### config.mk
export PLATFORM = sky130hd
export DESIGN_NAME = terapool_cluster
export DESIGN_NICKNAME = d
export VERILOG_FILES = /design/src/cluster_pkg.sv /design/src/dma_pkg.sv /design/src/cluster_ctrl_sync.sv /design/src/dma_spill_register.sv /design/src/group_dma_engine.sv /design/src/terapool_cluster.sv
export VERILOG_INCLUDE_DIRS = /design/src
export SDC_FILE = /design/constraint.sdc
export NUM_CORES = 1
export LEC_CHECK = 0
export ABC_CLOCK_PERIOD_IN_PS = 4470
export BUFFER_PORTS_ARGS = -buffer_cell sky130_fd_sc_hd__buf_2
export CAP_MARGIN = 20
export CORE_ASPECT_RATIO = 2
export CORE_UTILIZATION = 35
export CTS_BUF_LIST = sky130_fd_sc_hd__clkbuf_16
export DETAILED_ROUTE_END_ITERATION = 12
export GPL_ROUTABILITY_DRIVEN = 0
export PLACE_DENSITY = 0.58
export SETUP_SLACK_MARGIN = 0.02
export SLEW_MARGIN = 20
export SYNTH_ARGS = -nofsm -noshare
export SYNTH_HDL_FRONTEND = slang
export SYNTH_SLANG_ARGS = --single-unit
### constraint.sdc
create_clock -name clk_i -period 4.47 [get_ports clk_i]
set_clock_uncertainty 0.1 [all_clocks]
set_input_delay 0.447 -clock clk_i [delete_from_list [all_inputs] [get_ports clk_i]]
set_output_delay 0.447 -clock clk_i [all_outputs]
set_load 0.01 [all_outputs]
### src/cluster_config.svh
/*
 * Cluster sizing and DMA beat parameters.
 * Include this wherever a group count or a DMA width is needed.
 */

`ifndef CLUSTER_CONFIG_SVH
`define CLUSTER_CONFIG_SVH

// 2x2 arrangement of groups
`define NUM_GROUPS 4

// Wake-up width is NUM_GROUPS * NUM_CORES_PER_GROUP
`define NUM_CORES_PER_GROUP 4

// Bytes moved by the group DMA engine per cycle
`define DMA_BEAT_BYTES 4

// Width of the num_bytes field in a DMA request
`define DMA_LEN_W 16

`endif

### src/cluster_pkg.sv
/*
 * Cluster-level control types shared by the edge registers and the testbench.
 */

`default_nettype none

package cluster_pkg;

  // Read-only cache configuration, replicated to every group
  typedef struct packed {
    logic enable;
    logic flush;
  } ro_cache_ctrl_t;

  // Value held by every group copy during reset
  localparam ro_cache_ctrl_t ro_cache_ctrl_default = '{
    enable: 1'b1,
    flush:  1'b0
  };

endpackage : cluster_pkg

`default_nettype wire

### src/dma_pkg.sv
/*
 * DMA request and status types, plus the state encoding of the group DMA engine.
 */

`default_nettype none

`include "cluster_config.svh"

package dma_pkg;

  typedef struct packed {
    logic [31:0]            src_addr;
    logic [31:0]            dst_addr;
    logic [`DMA_LEN_W-1:0]  num_bytes;
  } dma_req_t;

  // Status word per group, backend_idle is the upper bit
  typedef struct packed {
    logic backend_idle;
    logic trans_complete;
  } dma_meta_t;

  typedef enum logic [1:0] {
    DMA_IDLE,
    DMA_BUSY,
    DMA_DONE
  } dma_state_e;

endpackage : dma_pkg

`default_nettype wire

### src/cluster_ctrl_sync.sv
/*
 * Edge registers of the cluster: wake-up lines, the per-group copies of the
 * read-only cache configuration and the DMA status words. One cycle each way.
 */

`timescale 1ns/100ps
`default_nettype none

`include "cluster_config.svh"

module cluster_ctrl_sync (
  input  wire logic                                          clk_i,
  input  wire logic                                          rst_i,
  input  wire logic [`NUM_GROUPS*`NUM_CORES_PER_GROUP-1:0]   wake_up_i,
  input  wire cluster_pkg::ro_cache_ctrl_t                   ro_cache_ctrl_i,
  input  wire dma_pkg::dma_meta_t [`NUM_GROUPS-1:0]          dma_meta_i,
  output logic [`NUM_GROUPS*`NUM_CORES_PER_GROUP-1:0]        wake_up_o,
  output cluster_pkg::ro_cache_ctrl_t [`NUM_GROUPS-1:0]      ro_cache_ctrl_o,
  output dma_pkg::dma_meta_t [`NUM_GROUPS-1:0]               dma_meta_o
);

  localparam dma_pkg::dma_meta_t META_RESET = '{
    backend_idle:   1'b1,
    trans_complete: 1'b0
  };

  always_ff @(posedge clk_i) begin
    if (rst_i) begin
      wake_up_o  <= '0;
      dma_meta_o <= {`NUM_GROUPS{META_RESET}};
    end else begin
      wake_up_o  <= wake_up_i;
      dma_meta_o <= dma_meta_i;
    end
  end

  // Each group gets its own local copy of the cache configuration
  for (genvar g = 0; g < `NUM_GROUPS; g++) begin : gen_ro_cache_ctrl
    always_ff @(posedge clk_i) begin
      if (rst_i) begin
        ro_cache_ctrl_o[g] <= cluster_pkg::ro_cache_ctrl_default;
      end else begin
        ro_cache_ctrl_o[g] <= ro_cache_ctrl_i;
      end
    end

    if (g > 0) begin : gen_copy_check
      a_copies_agree: assert property (
        @(posedge clk_i) disable iff (rst_i)
        !$past(rst_i) |-> (ro_cache_ctrl_o[g] == ro_cache_ctrl_o[0])
      ) else $error("Cache control copy of group %0d differs from group 0", g);
    end
  end : gen_ro_cache_ctrl

endmodule : cluster_ctrl_sync

`default_nettype wire

### src/dma_spill_register.sv
/*
 * Two-entry valid/ready spill register for one group's DMA requests.
 * Output data and ready are both taken from flops, so the path is fully cut.
 */

`timescale 1ns/100ps
`default_nettype none

module dma_spill_register (
  input  wire logic             clk_i,
  input  wire logic             rst_i,
  input  wire dma_pkg::dma_req_t data_i,
  input  wire logic             valid_i,
  output logic                  ready_o,
  output dma_pkg::dma_req_t     data_o,
  output logic                  valid_o,
  input  wire logic             ready_i
);

  // Main slot takes new requests, spill slot holds one under back-pressure
  dma_pkg::dma_req_t main_data_q;
  dma_pkg::dma_req_t spill_data_q;
  logic              main_full_q;
  logic              spill_full_q;

  logic main_fill;
  logic main_drain;
  logic spill_fill;
  logic spill_drain;

  assign main_fill   = valid_i && ready_o;
  // Main moves on whenever the spill slot is empty
  assign main_drain  = main_full_q && !spill_full_q;
  assign spill_fill  = main_drain && !ready_i;
  assign spill_drain = spill_full_q && ready_i;

  always_ff @(posedge clk_i) begin
    if (rst_i) begin
      main_full_q  <= 1'b0;
      spill_full_q <= 1'b0;
    end else begin
      if (main_fill || main_drain) begin
        main_full_q <= main_fill;
      end
      if (spill_fill || spill_drain) begin
        spill_full_q <= spill_fill;
      end
    end
  end

  always_ff @(posedge clk_i) begin
    if (main_fill) begin
      main_data_q <= data_i;
    end
    if (spill_fill) begin
      spill_data_q <= main_data_q;
    end
  end

  // Older entry sits in the spill slot when both are full
  assign valid_o = main_full_q || spill_full_q;
  assign data_o  = spill_full_q ? spill_data_q : main_data_q;
  assign ready_o = !main_full_q || !spill_full_q;

  // Upstream must hold its request while stalled
  a_stable_while_stalled: assert property (
    @(posedge clk_i) disable iff (rst_i)
    (valid_i && !ready_o) |=> $stable(data_i)
  ) else $error("DMA request changed while stalled");

endmodule : dma_spill_register

`default_nettype wire

### src/group_dma_engine.sv
/*
 * Per-group DMA backend model. Counts the beats of each transfer and reports
 * an unregistered status word; takes one request at a time while idle.
 */

`timescale 1ns/100ps
`default_nettype none

`include "cluster_config.svh"

module group_dma_engine (
  input  wire logic              clk_i,
  input  wire logic              rst_i,
  input  wire dma_pkg::dma_req_t dma_req_i,
  input  wire logic              dma_req_valid_i,
  output logic                   dma_req_ready_o,
  output dma_pkg::dma_meta_t     dma_meta_o
);

  localparam logic [`DMA_LEN_W:0] BEAT_BYTES = `DMA_BEAT_BYTES;
  localparam logic [`DMA_LEN_W:0] BEAT_ROUND = `DMA_BEAT_BYTES - 1;

  dma_pkg::dma_state_e   state_q;
  dma_pkg::dma_state_e   state_d;
  logic [`DMA_LEN_W-1:0] beat_cnt_q;
  logic [`DMA_LEN_W-1:0] beat_cnt_d;
  logic [`DMA_LEN_W:0]   len_round;
  logic [`DMA_LEN_W:0]   num_beats;
  logic                  req_fire;

  assign dma_req_ready_o = (state_q == dma_pkg::DMA_IDLE);
  assign req_fire        = dma_req_valid_i && dma_req_ready_o;

  // Round the byte count up to whole beats
  assign len_round = {1'b0, dma_req_i.num_bytes} + BEAT_ROUND;
  assign num_beats = len_round / BEAT_BYTES;

  always_comb begin
    state_d    = state_q;
    beat_cnt_d = beat_cnt_q;
    case (state_q)
      dma_pkg::DMA_IDLE: begin
        if (req_fire) begin
          state_d    = dma_pkg::DMA_BUSY;
          beat_cnt_d = num_beats[`DMA_LEN_W-1:0];
        end
      end
      dma_pkg::DMA_BUSY: begin
        // Count every beat down, then one closing cycle at zero
        if (beat_cnt_q == '0) begin
          state_d = dma_pkg::DMA_DONE;
        end else begin
          beat_cnt_d = beat_cnt_q - 1'b1;
        end
      end
      dma_pkg::DMA_DONE: begin
        state_d = dma_pkg::DMA_IDLE;
      end
      default: begin
        state_d = dma_pkg::DMA_IDLE;
      end
    endcase
  end

  always_ff @(posedge clk_i) begin
    if (rst_i) begin
      state_q    <= dma_pkg::DMA_IDLE;
      beat_cnt_q <= '0;
    end else begin
      state_q    <= state_d;
      beat_cnt_q <= beat_cnt_d;
    end
  end

  assign dma_meta_o.backend_idle   = (state_q == dma_pkg::DMA_IDLE);
  assign dma_meta_o.trans_complete = (state_q == dma_pkg::DMA_DONE);

  a_nonzero_len: assert property (
    @(posedge clk_i) disable iff (rst_i)
    req_fire |-> (dma_req_i.num_bytes != '0)
  ) else $error("DMA request with zero length accepted");

  a_meta_exclusive: assert property (
    @(posedge clk_i) disable iff (rst_i)
    !(dma_meta_o.backend_idle && dma_meta_o.trans_complete)
  ) else $error("DMA status shows idle and complete together");

endmodule : group_dma_engine

`default_nettype wire

### src/terapool_cluster.sv
/*
 * Control and DMA front end of the cluster. Registers the control lines once
 * at the edge and feeds each group's DMA engine through a spill register.
 */

`timescale 1ns/100ps
`default_nettype none

`include "cluster_config.svh"

module terapool_cluster (
  input  wire logic                                          clk_i,
  input  wire logic                                          rst_i,
  input  wire logic [`NUM_GROUPS*`NUM_CORES_PER_GROUP-1:0]   wake_up_i,
  input  wire cluster_pkg::ro_cache_ctrl_t                   ro_cache_ctrl_i,
  input  wire dma_pkg::dma_req_t [`NUM_GROUPS-1:0]           dma_req_i,
  input  wire logic [`NUM_GROUPS-1:0]                        dma_req_valid_i,
  output logic [`NUM_GROUPS-1:0]                             dma_req_ready_o,
  output dma_pkg::dma_meta_t [`NUM_GROUPS-1:0]               dma_meta_o,
  output logic [`NUM_GROUPS*`NUM_CORES_PER_GROUP-1:0]        wake_up_o,
  output cluster_pkg::ro_cache_ctrl_t [`NUM_GROUPS-1:0]      ro_cache_ctrl_o
);

  // Spill register to engine, per group
  dma_pkg::dma_req_t  [`NUM_GROUPS-1:0] dma_req_group_q;
  logic               [`NUM_GROUPS-1:0] dma_req_group_q_valid;
  logic               [`NUM_GROUPS-1:0] dma_req_group_q_ready;
  dma_pkg::dma_meta_t [`NUM_GROUPS-1:0] dma_meta;

  cluster_ctrl_sync i_ctrl_sync (
    .clk_i           (clk_i),
    .rst_i           (rst_i),
    .wake_up_i       (wake_up_i),
    .ro_cache_ctrl_i (ro_cache_ctrl_i),
    .dma_meta_i      (dma_meta),
    .wake_up_o       (wake_up_o),
    .ro_cache_ctrl_o (ro_cache_ctrl_o),
    .dma_meta_o      (dma_meta_o)
  );

  for (genvar g = 0; g < `NUM_GROUPS; g++) begin : gen_group
    dma_spill_register i_dma_spill (
      .clk_i   (clk_i),
      .rst_i   (rst_i),
      .data_i  (dma_req_i[g]),
      .valid_i (dma_req_valid_i[g]),
      .ready_o (dma_req_ready_o[g]),
      .data_o  (dma_req_group_q[g]),
      .valid_o (dma_req_group_q_valid[g]),
      .ready_i (dma_req_group_q_ready[g])
    );

    group_dma_engine i_dma_engine (
      .clk_i           (clk_i),
      .rst_i           (rst_i),
      .dma_req_i       (dma_req_group_q[g]),
      .dma_req_valid_i (dma_req_group_q_valid[g]),
      .dma_req_ready_o (dma_req_group_q_ready[g]),
      .dma_meta_o      (dma_meta[g])
    );
  end : gen_group

endmodule : terapool_cluster

`default_nettype wire
==> out/summary.txt, run 1 <==
Status -> finished, final reports clean
Filler instances -> 3012
Fmax -> 338 MHz
WHS Path Cells -> 2
Min-delay worst type -> input port to flip-flop
CORE AREA -> 31000 um2
Register bit total from synthesis -> 234
CTS root buffer -> clkbuf_16
Crit path launch type -> flip-flop
Synth-to-layout area growth -> 21.1%
Final Max Tran Viols -> 0
Post-synth top area share -> 0.347
Post-Syn Area per Cell -> 10.1 um2
Initial antenna violation count -> 0
Iter 0 DRT Violations -> 339
Most frequent cells in the layout -> edfxtp_1, buf_2, dfxtp_1
Period minus WS final -> 2.96 ns
GR Util All Layers -> 0.172
Area of the multi-input gates -> 4770 um2
Initial core utilization -> 0.358
Seq pwr share -> 0.469
Register area share after synthesis -> 0.538
Detailed Place HPWL -> 20.1 mm
Max-Cap Viols -> 0
Nets -> 1608
Io pins -> 380
Worst-case vdd ir drop -> 0.329 mV
Final hold violations -> 0
WS Path Type -> flip-flop to flip-flop
Post-Route WL -> 27.7 mm
Syn Inst Count -> 1093
DRC Markers -> 0
Setup Buffers After CTS -> 0
Post-synth EDFFs -> 128
First-pass GRT wire length -> 44.4 mm
Clock-pin transition on the worst setup and hold timing paths -> 0.07 ns
Routed wire per std cell -> 16.3 um
Slew @ Worst Pin -> 0.940 ns
Via density per instance -> 5.22
PortBufs -> 123
Die Ht -> 254 um
Most common cell after layout, fill and taps aside -> edfxtp_1
Worst slew margin -> 0.371
Post-Syn Area -> 11100 um2
Total number of vias -> 8846
DRT Pass-1 Iters -> 4
Net switching power -> 1.68 mW
Synth top area cells -> edfxtp_1, dfxtp_1, mux2i_1
DIE WIDTH -> 128 um
# setup viols final -> 0
Share of cells above drive strength 1 -> 0.160
Critical path capture point type -> flip-flop
Number of buffers created by CTS -> 23
Post-CTS sizing -> 0
Hold Slack -> 0.0255 ns
CTS tree -> built
Power Density -> 410 nW/um2
Switching Share -> 0.306
Leak -> 4.69 nW
Hold bufs inserted after CTS -> 63
Clk sinks -> 234
Async S/R FF share, synth -> 0
Remaining global-route overflow -> 0
Routed Antenna Nets -> 0
Yosys cell types -> 74
Clk pwr share -> 0.337
Pint -> 3.82 mW
RSZ-0062 raised after global routing -> no
Post-synth top flop -> edfxtp_1
N_diodes -> 0
Worst Reg-to-Reg Cells -> 8
Reg area -> 5970 um2
Final period util -> 0.662
Syn. warnings -> 0
Post-synthesis net count -> 1441
FP Rows -> 91
CP required -> 4.82 ns
Setup TNS -> 0 ns
Worst Path Max Fanout -> 17
Die area -> 32400 um2
WP data arrival -> 3.31 ns
H-tree depth -> 1
Synth area leader -> edfxtp_1
Worst-case clock buffer depth -> 3
Combinational share of power -> 0.194
Clock latency on the worst-skew pair -> 0.54 ns
Largest net degree at the start of global routing -> 74
Vias in the first global route -> 9017
==> power by group through the flow <==
stage	registers [mW]	clock network (mW)	logic [mW]
detailed placement	2.62	0	1.02
floorplan	2.58	0	0.751
finish	2.58	1.85	1.07
global route	2.60	1.99	1.19
CTS	2.58	1.92	1.07
global placement	2.62	0	1.01
==> per-stage QoR <==
step / total power [mW] / cell area [um2] / std cells / util / worst slack, ns
after detailed placement: 3.65 / 12100 / 1589 / 0.390 / 1.53
final: 5.50 / 13400 / 1695 / 0.434 / 1.51
after floorplan: 3.33 / 11100 / 1093 / - / 1.64
after global placement: 3.63 / 12100 / 1589 / 0.390 / 1.56
after global routing: 5.78 / 13400 / 1695 / 0.434 / 1.22
after CTS: 5.57 / 13400 / 1694 / 0.433 / 1.50
==> per-layer routing <==
layer	wire length [um]	track usage	part of all wire	vias to the layer above
li1	-	-	-	4391
met1	9980	0.166	0.36	4176
met2	15800	0.350	0.57	221
met3	1060	0.0261	0.038	58
met4	870	0.0739	0.031	0
met5	0	0	0	-
==> state kept, by name, indices dropped and copies added, names as in the netlist <==
signal                              cells
gen_group.i_dma_spill.spill_full_q      4
i_ctrl_sync.dma_meta_o                  8
gen_group.i_dma_spill.spill_data_q     64
i_ctrl_sync.ro_cache_ctrl_o             2
gen_group.i_dma_engine.beat_cnt_q      64
gen_group.i_dma_engine.state_q          8
i_ctrl_sync.wake_up_o                  16
gen_group.i_dma_spill.main_full_q       4
gen_group.i_dma_spill.main_data_q      64
==> cells in the mapped netlist, types with 11 or more instances <==
master and number:
nor3b_1 17, a21oi_1 66, nand2_1 91, nand4_1 16, mux2i_1 39, dfxtp_1 106, xor2_1 24, nand3_1 44
nor3_1 46, or3_1 11, nor2_1 97, nor4_1 15, clkbuf_1 35, nand2b_1 11, xnor2_1 20, nor2b_1 27
a31oi_1 23, inv_1 20, o21ai_0 67, edfxtp_1 128, buf_4 13, and2_1 13
==> cell type report <==
class | instances | area share
Clock buffer | 23 | 0.0429
Clock inverter | 19 | 0.0102
Sequential cell | 234 | 0.444
Inverter | 20 | 0.00559
Timing Repair Buffer | 204 | 0.103
Tap cell | 418 | 0.0389
Multi-Input combinational cell | 777 | 0.355
==> cells by family after synthesis <==
kind of cell	Yosys count	synth area share
buf+inv	82	0.0344
simple gates	435	0.205
compound gates	249	0.142
mux	45	0.0413
flops	234	0.538
fa+ha+maj	4	0.00451
xor+xnor	44	0.0348
==> worst max-delay path: stages, from the launching register on <==
cell and delay [ns]:
dfxtp_1 0.34, inv_1 0.10, ha_1 0.21, nor3b_1 0.41, nand2_1 0.26, or3_1 0.45, a21oi_2 0.62, o21ai_0 0.20
a31oi_1 0.18
==> worst paths after layout <==
path	start	to	slack (ns)
setup / recovery	gen_group[1].i_dma_engine.beat_cnt_q[0]$_SDFFE_PP0P_	gen_group[1].i_dma_engine.beat_cnt_q[5]$_SDFFE_PP0P_	1.51
hold / removal	wake_up_i[15]	i_ctrl_sync.wake_up_o[15]$_SDFF_PP0_	0.03
setup reg to reg	gen_group[1].i_dma_engine.beat_cnt_q[0]$_SDFFE_PP0P_	gen_group[1].i_dma_engine.beat_cnt_q[5]$_SDFFE_PP0P_	1.51
hold reg to reg	gen_group[3].i_dma_spill.main_data_q[0]$_DFFE_PP_	gen_group[3].i_dma_spill.spill_data_q[0]$_DFFE_PP_	0.35
(Power assumes the default switching activity.)
==> run 2, diff against run 1 <==
ABC_CLOCK_PERIOD_IN_PS = 2900   (was 4470)
clock period = 2.9 ns   (was 4.47 ns; I/O delays follow)
==> out/summary.txt, run 2 (synthesis results as in run 1) <==
GR Util All Layers -> 0.179
Largest registers -> gen_group.i_dma_engine.beat_cnt_q (64), gen_group.i_dma_spill.main_data_q (64), gen_group.i_dma_spill.spill_data_q (64)
Worst reg2reg path startpoint -> gen_group[0].i_dma_spill.spill_full_q$_SDFFE_PP0P_
CP required -> 3.26 ns
Synth-to-layout area growth -> 25.6%
Nets -> 1658
Switching Share -> 0.290
WS Path Type -> flip-flop to flip-flop
Worst slew margin -> 0.457
Power Density -> 637 nW/um2
DRC Markers -> 0
Crit path capture -> gen_group[0].i_dma_engine.beat_cnt_q[10]$_SDFFE_PP0P_
Max-Cap Viols -> 0
Dpl cells -> 1616
DIE WIDTH -> 128 um
# setup viols final -> 0
Crit path launch type -> flip-flop
Routed wire per std cell -> 16.4 um
Leak -> 4.97 nW
Largest net degree at the start of global routing -> 37
CP Launch Point -> gen_group[0].i_dma_spill.spill_full_q$_SDFFE_PP0P_
RSZ-0062 raised after global routing -> no
Clock-pin transition on the worst setup and hold timing paths -> 0.06 ns
Detailed Place HPWL -> 20.9 mm
WP data arrival -> 3.03 ns
Total number of vias -> 9070
Critical path capture point type -> flip-flop
Die Ht -> 254 um
FP Rows -> 91
Routed Antenna Nets -> 0
Period minus WS final -> 2.66 ns
Post-Route WL -> 28.7 mm
Clock latency on the worst-skew pair -> 0.53 ns
Vias in the first global route -> 9488
Share of cells above drive strength 1 -> 0.170
Via density per instance -> 5.19
Io pins -> 380
Worst-case clock buffer depth -> 3
Most frequent cells in the layout -> edfxtp_1, buf_2, dfxtp_1
N_diodes -> 0
Remaining global-route overflow -> 0
Hold Slack -> 0.0615 ns
R2r setup slk -> 0.24 ns
Iter 0 DRT Violations -> 326
PortBufs -> 123
Seq pwr share -> 0.447
Slew @ Worst Pin -> 0.815 ns
Final Max Tran Viols -> 0
Worst Path Max Fanout -> 21
CTS tree -> built
Initial antenna violation count -> 0
Hold Crit Start -> rst_i
CORE AREA -> 31000 um2
Setup TNS -> 0 ns
Number of buffers created by CTS -> 24
Initial core utilization -> 0.358
Most common cell after layout, fill and taps aside -> edfxtp_1
Clk pwr share -> 0.353
First-pass GRT wire length -> 46.1 mm
H-tree depth -> 1
Status -> finished, final reports clean
Worst-case vdd ir drop -> 0.518 mV
DRT Pass-1 Iters -> 4
CTS root buffer -> clkbuf_16
Worst Reg-to-Reg Cells -> 6
Pint -> 6.30 mW
Non-Filler Instances -> 1746
Final period util -> 0.919
Clk sinks -> 234
Net switching power -> 2.57 mW
Fmax -> 375 MHz
Min-delay worst type -> input port to flip-flop
R2r endpoint -> gen_group[0].i_dma_engine.beat_cnt_q[10]$_SDFFE_PP0P_
Die area -> 32400 um2
Combinational share of power -> 0.200
Setup Buffers After CTS -> 0
Final hold violations -> 0
run 2: cell count changes in the layout (fill, tap and decap cells not counted), moves of 2 or more:
cell	previous run	this run
clkinv_1	1	5
clkinv_4	6	1
inv_6	4	0
clkbuf_16	23	25
bufinv_16	0	3
buf_4	18	45
dlygate4sd3_1	64	86
inv_1	22	26
run 2: what timing repair did:
item / 4_1_cts / 5_1_grt
hold buffers: 86 / 0
setup endpoints to repair: 0 / 1
resized for setup: 0 / 1
endpoints found under the hold margin: 86 / 0
run 2: metal layers:
layer	vias to the layer above	part of all wire	global-route usage
met5	-	0	0
met4	0	0.045	0.102
met3	82	0.041	0.0253
met2	243	0.56	0.359
met1	4250	0.36	0.167
li1	4495	-	-
run 2: worst min path at each step:
stage	end	slack (ns)	cells after the start
finish	gen_group[2].i_dma_spill.main_full_q$_SDFFE_PP0P_	0.06	2
CTS	gen_group[2].i_dma_spill.main_full_q$_SDFFE_PP0P_	0.05	2
global placement	gen_group[0].i_dma_spill.spill_data_q[10]$_DFFE_PP_	0.33	0
global route	gen_group[2].i_dma_spill.main_full_q$_SDFFE_PP0P_	0.06	2
detailed placement	gen_group[0].i_dma_spill.spill_data_q[4]$_DFFE_PP_	0.33	0
floorplan	gen_group[0].i_dma_spill.main_data_q[0]$_DFFE_PP_	0.29	0
run 2: worst max-delay path, stage by stage, from the launching register on:
cell and delay, ns:
dfxtp_1 0.79, nand3_1 0.15, o22ai_1 0.31, nand4_1 0.38, or3_1 0.42, a211o_1 0.30
a31oi_1 0.15
run 2: through the flow:
step	cell area (um2)	utilization	power, mW	worst slack [ns]
6_report	13900	0.450	8.88	0.235
3_3_place_gp	12300	0.396	5.69	0.240
2_1_floorplan	11100	-	5.13	0.0724
4_1_cts	13900	0.450	8.96	0.216
3_5_place_dp	12300	0.396	5.72	0.208
5_1_grt	13900	0.450	9.32	0.0759
run 2: area by class of cell:
class | count | area [um2]
fillers | 3002 | 17000
flip-flops and latches | 234 | 5970
multi-input cells | 777 | 4760
repair buffers | 253 | 1810
clock buffers | 25 | 626
well taps | 418 | 523
clock inverters | 19 | 165
inverters | 20 | 75.1
run 2: power by group through the flow:
stage	clock network [mW]	registers, mW	logic (mW)
global route	3.35	4.01	1.97
finish	3.13	3.97	1.77
floorplan	0	3.98	1.16
CTS	3.22	3.97	1.77
detailed placement	0	4.04	1.68
global placement	0	4.03	1.65
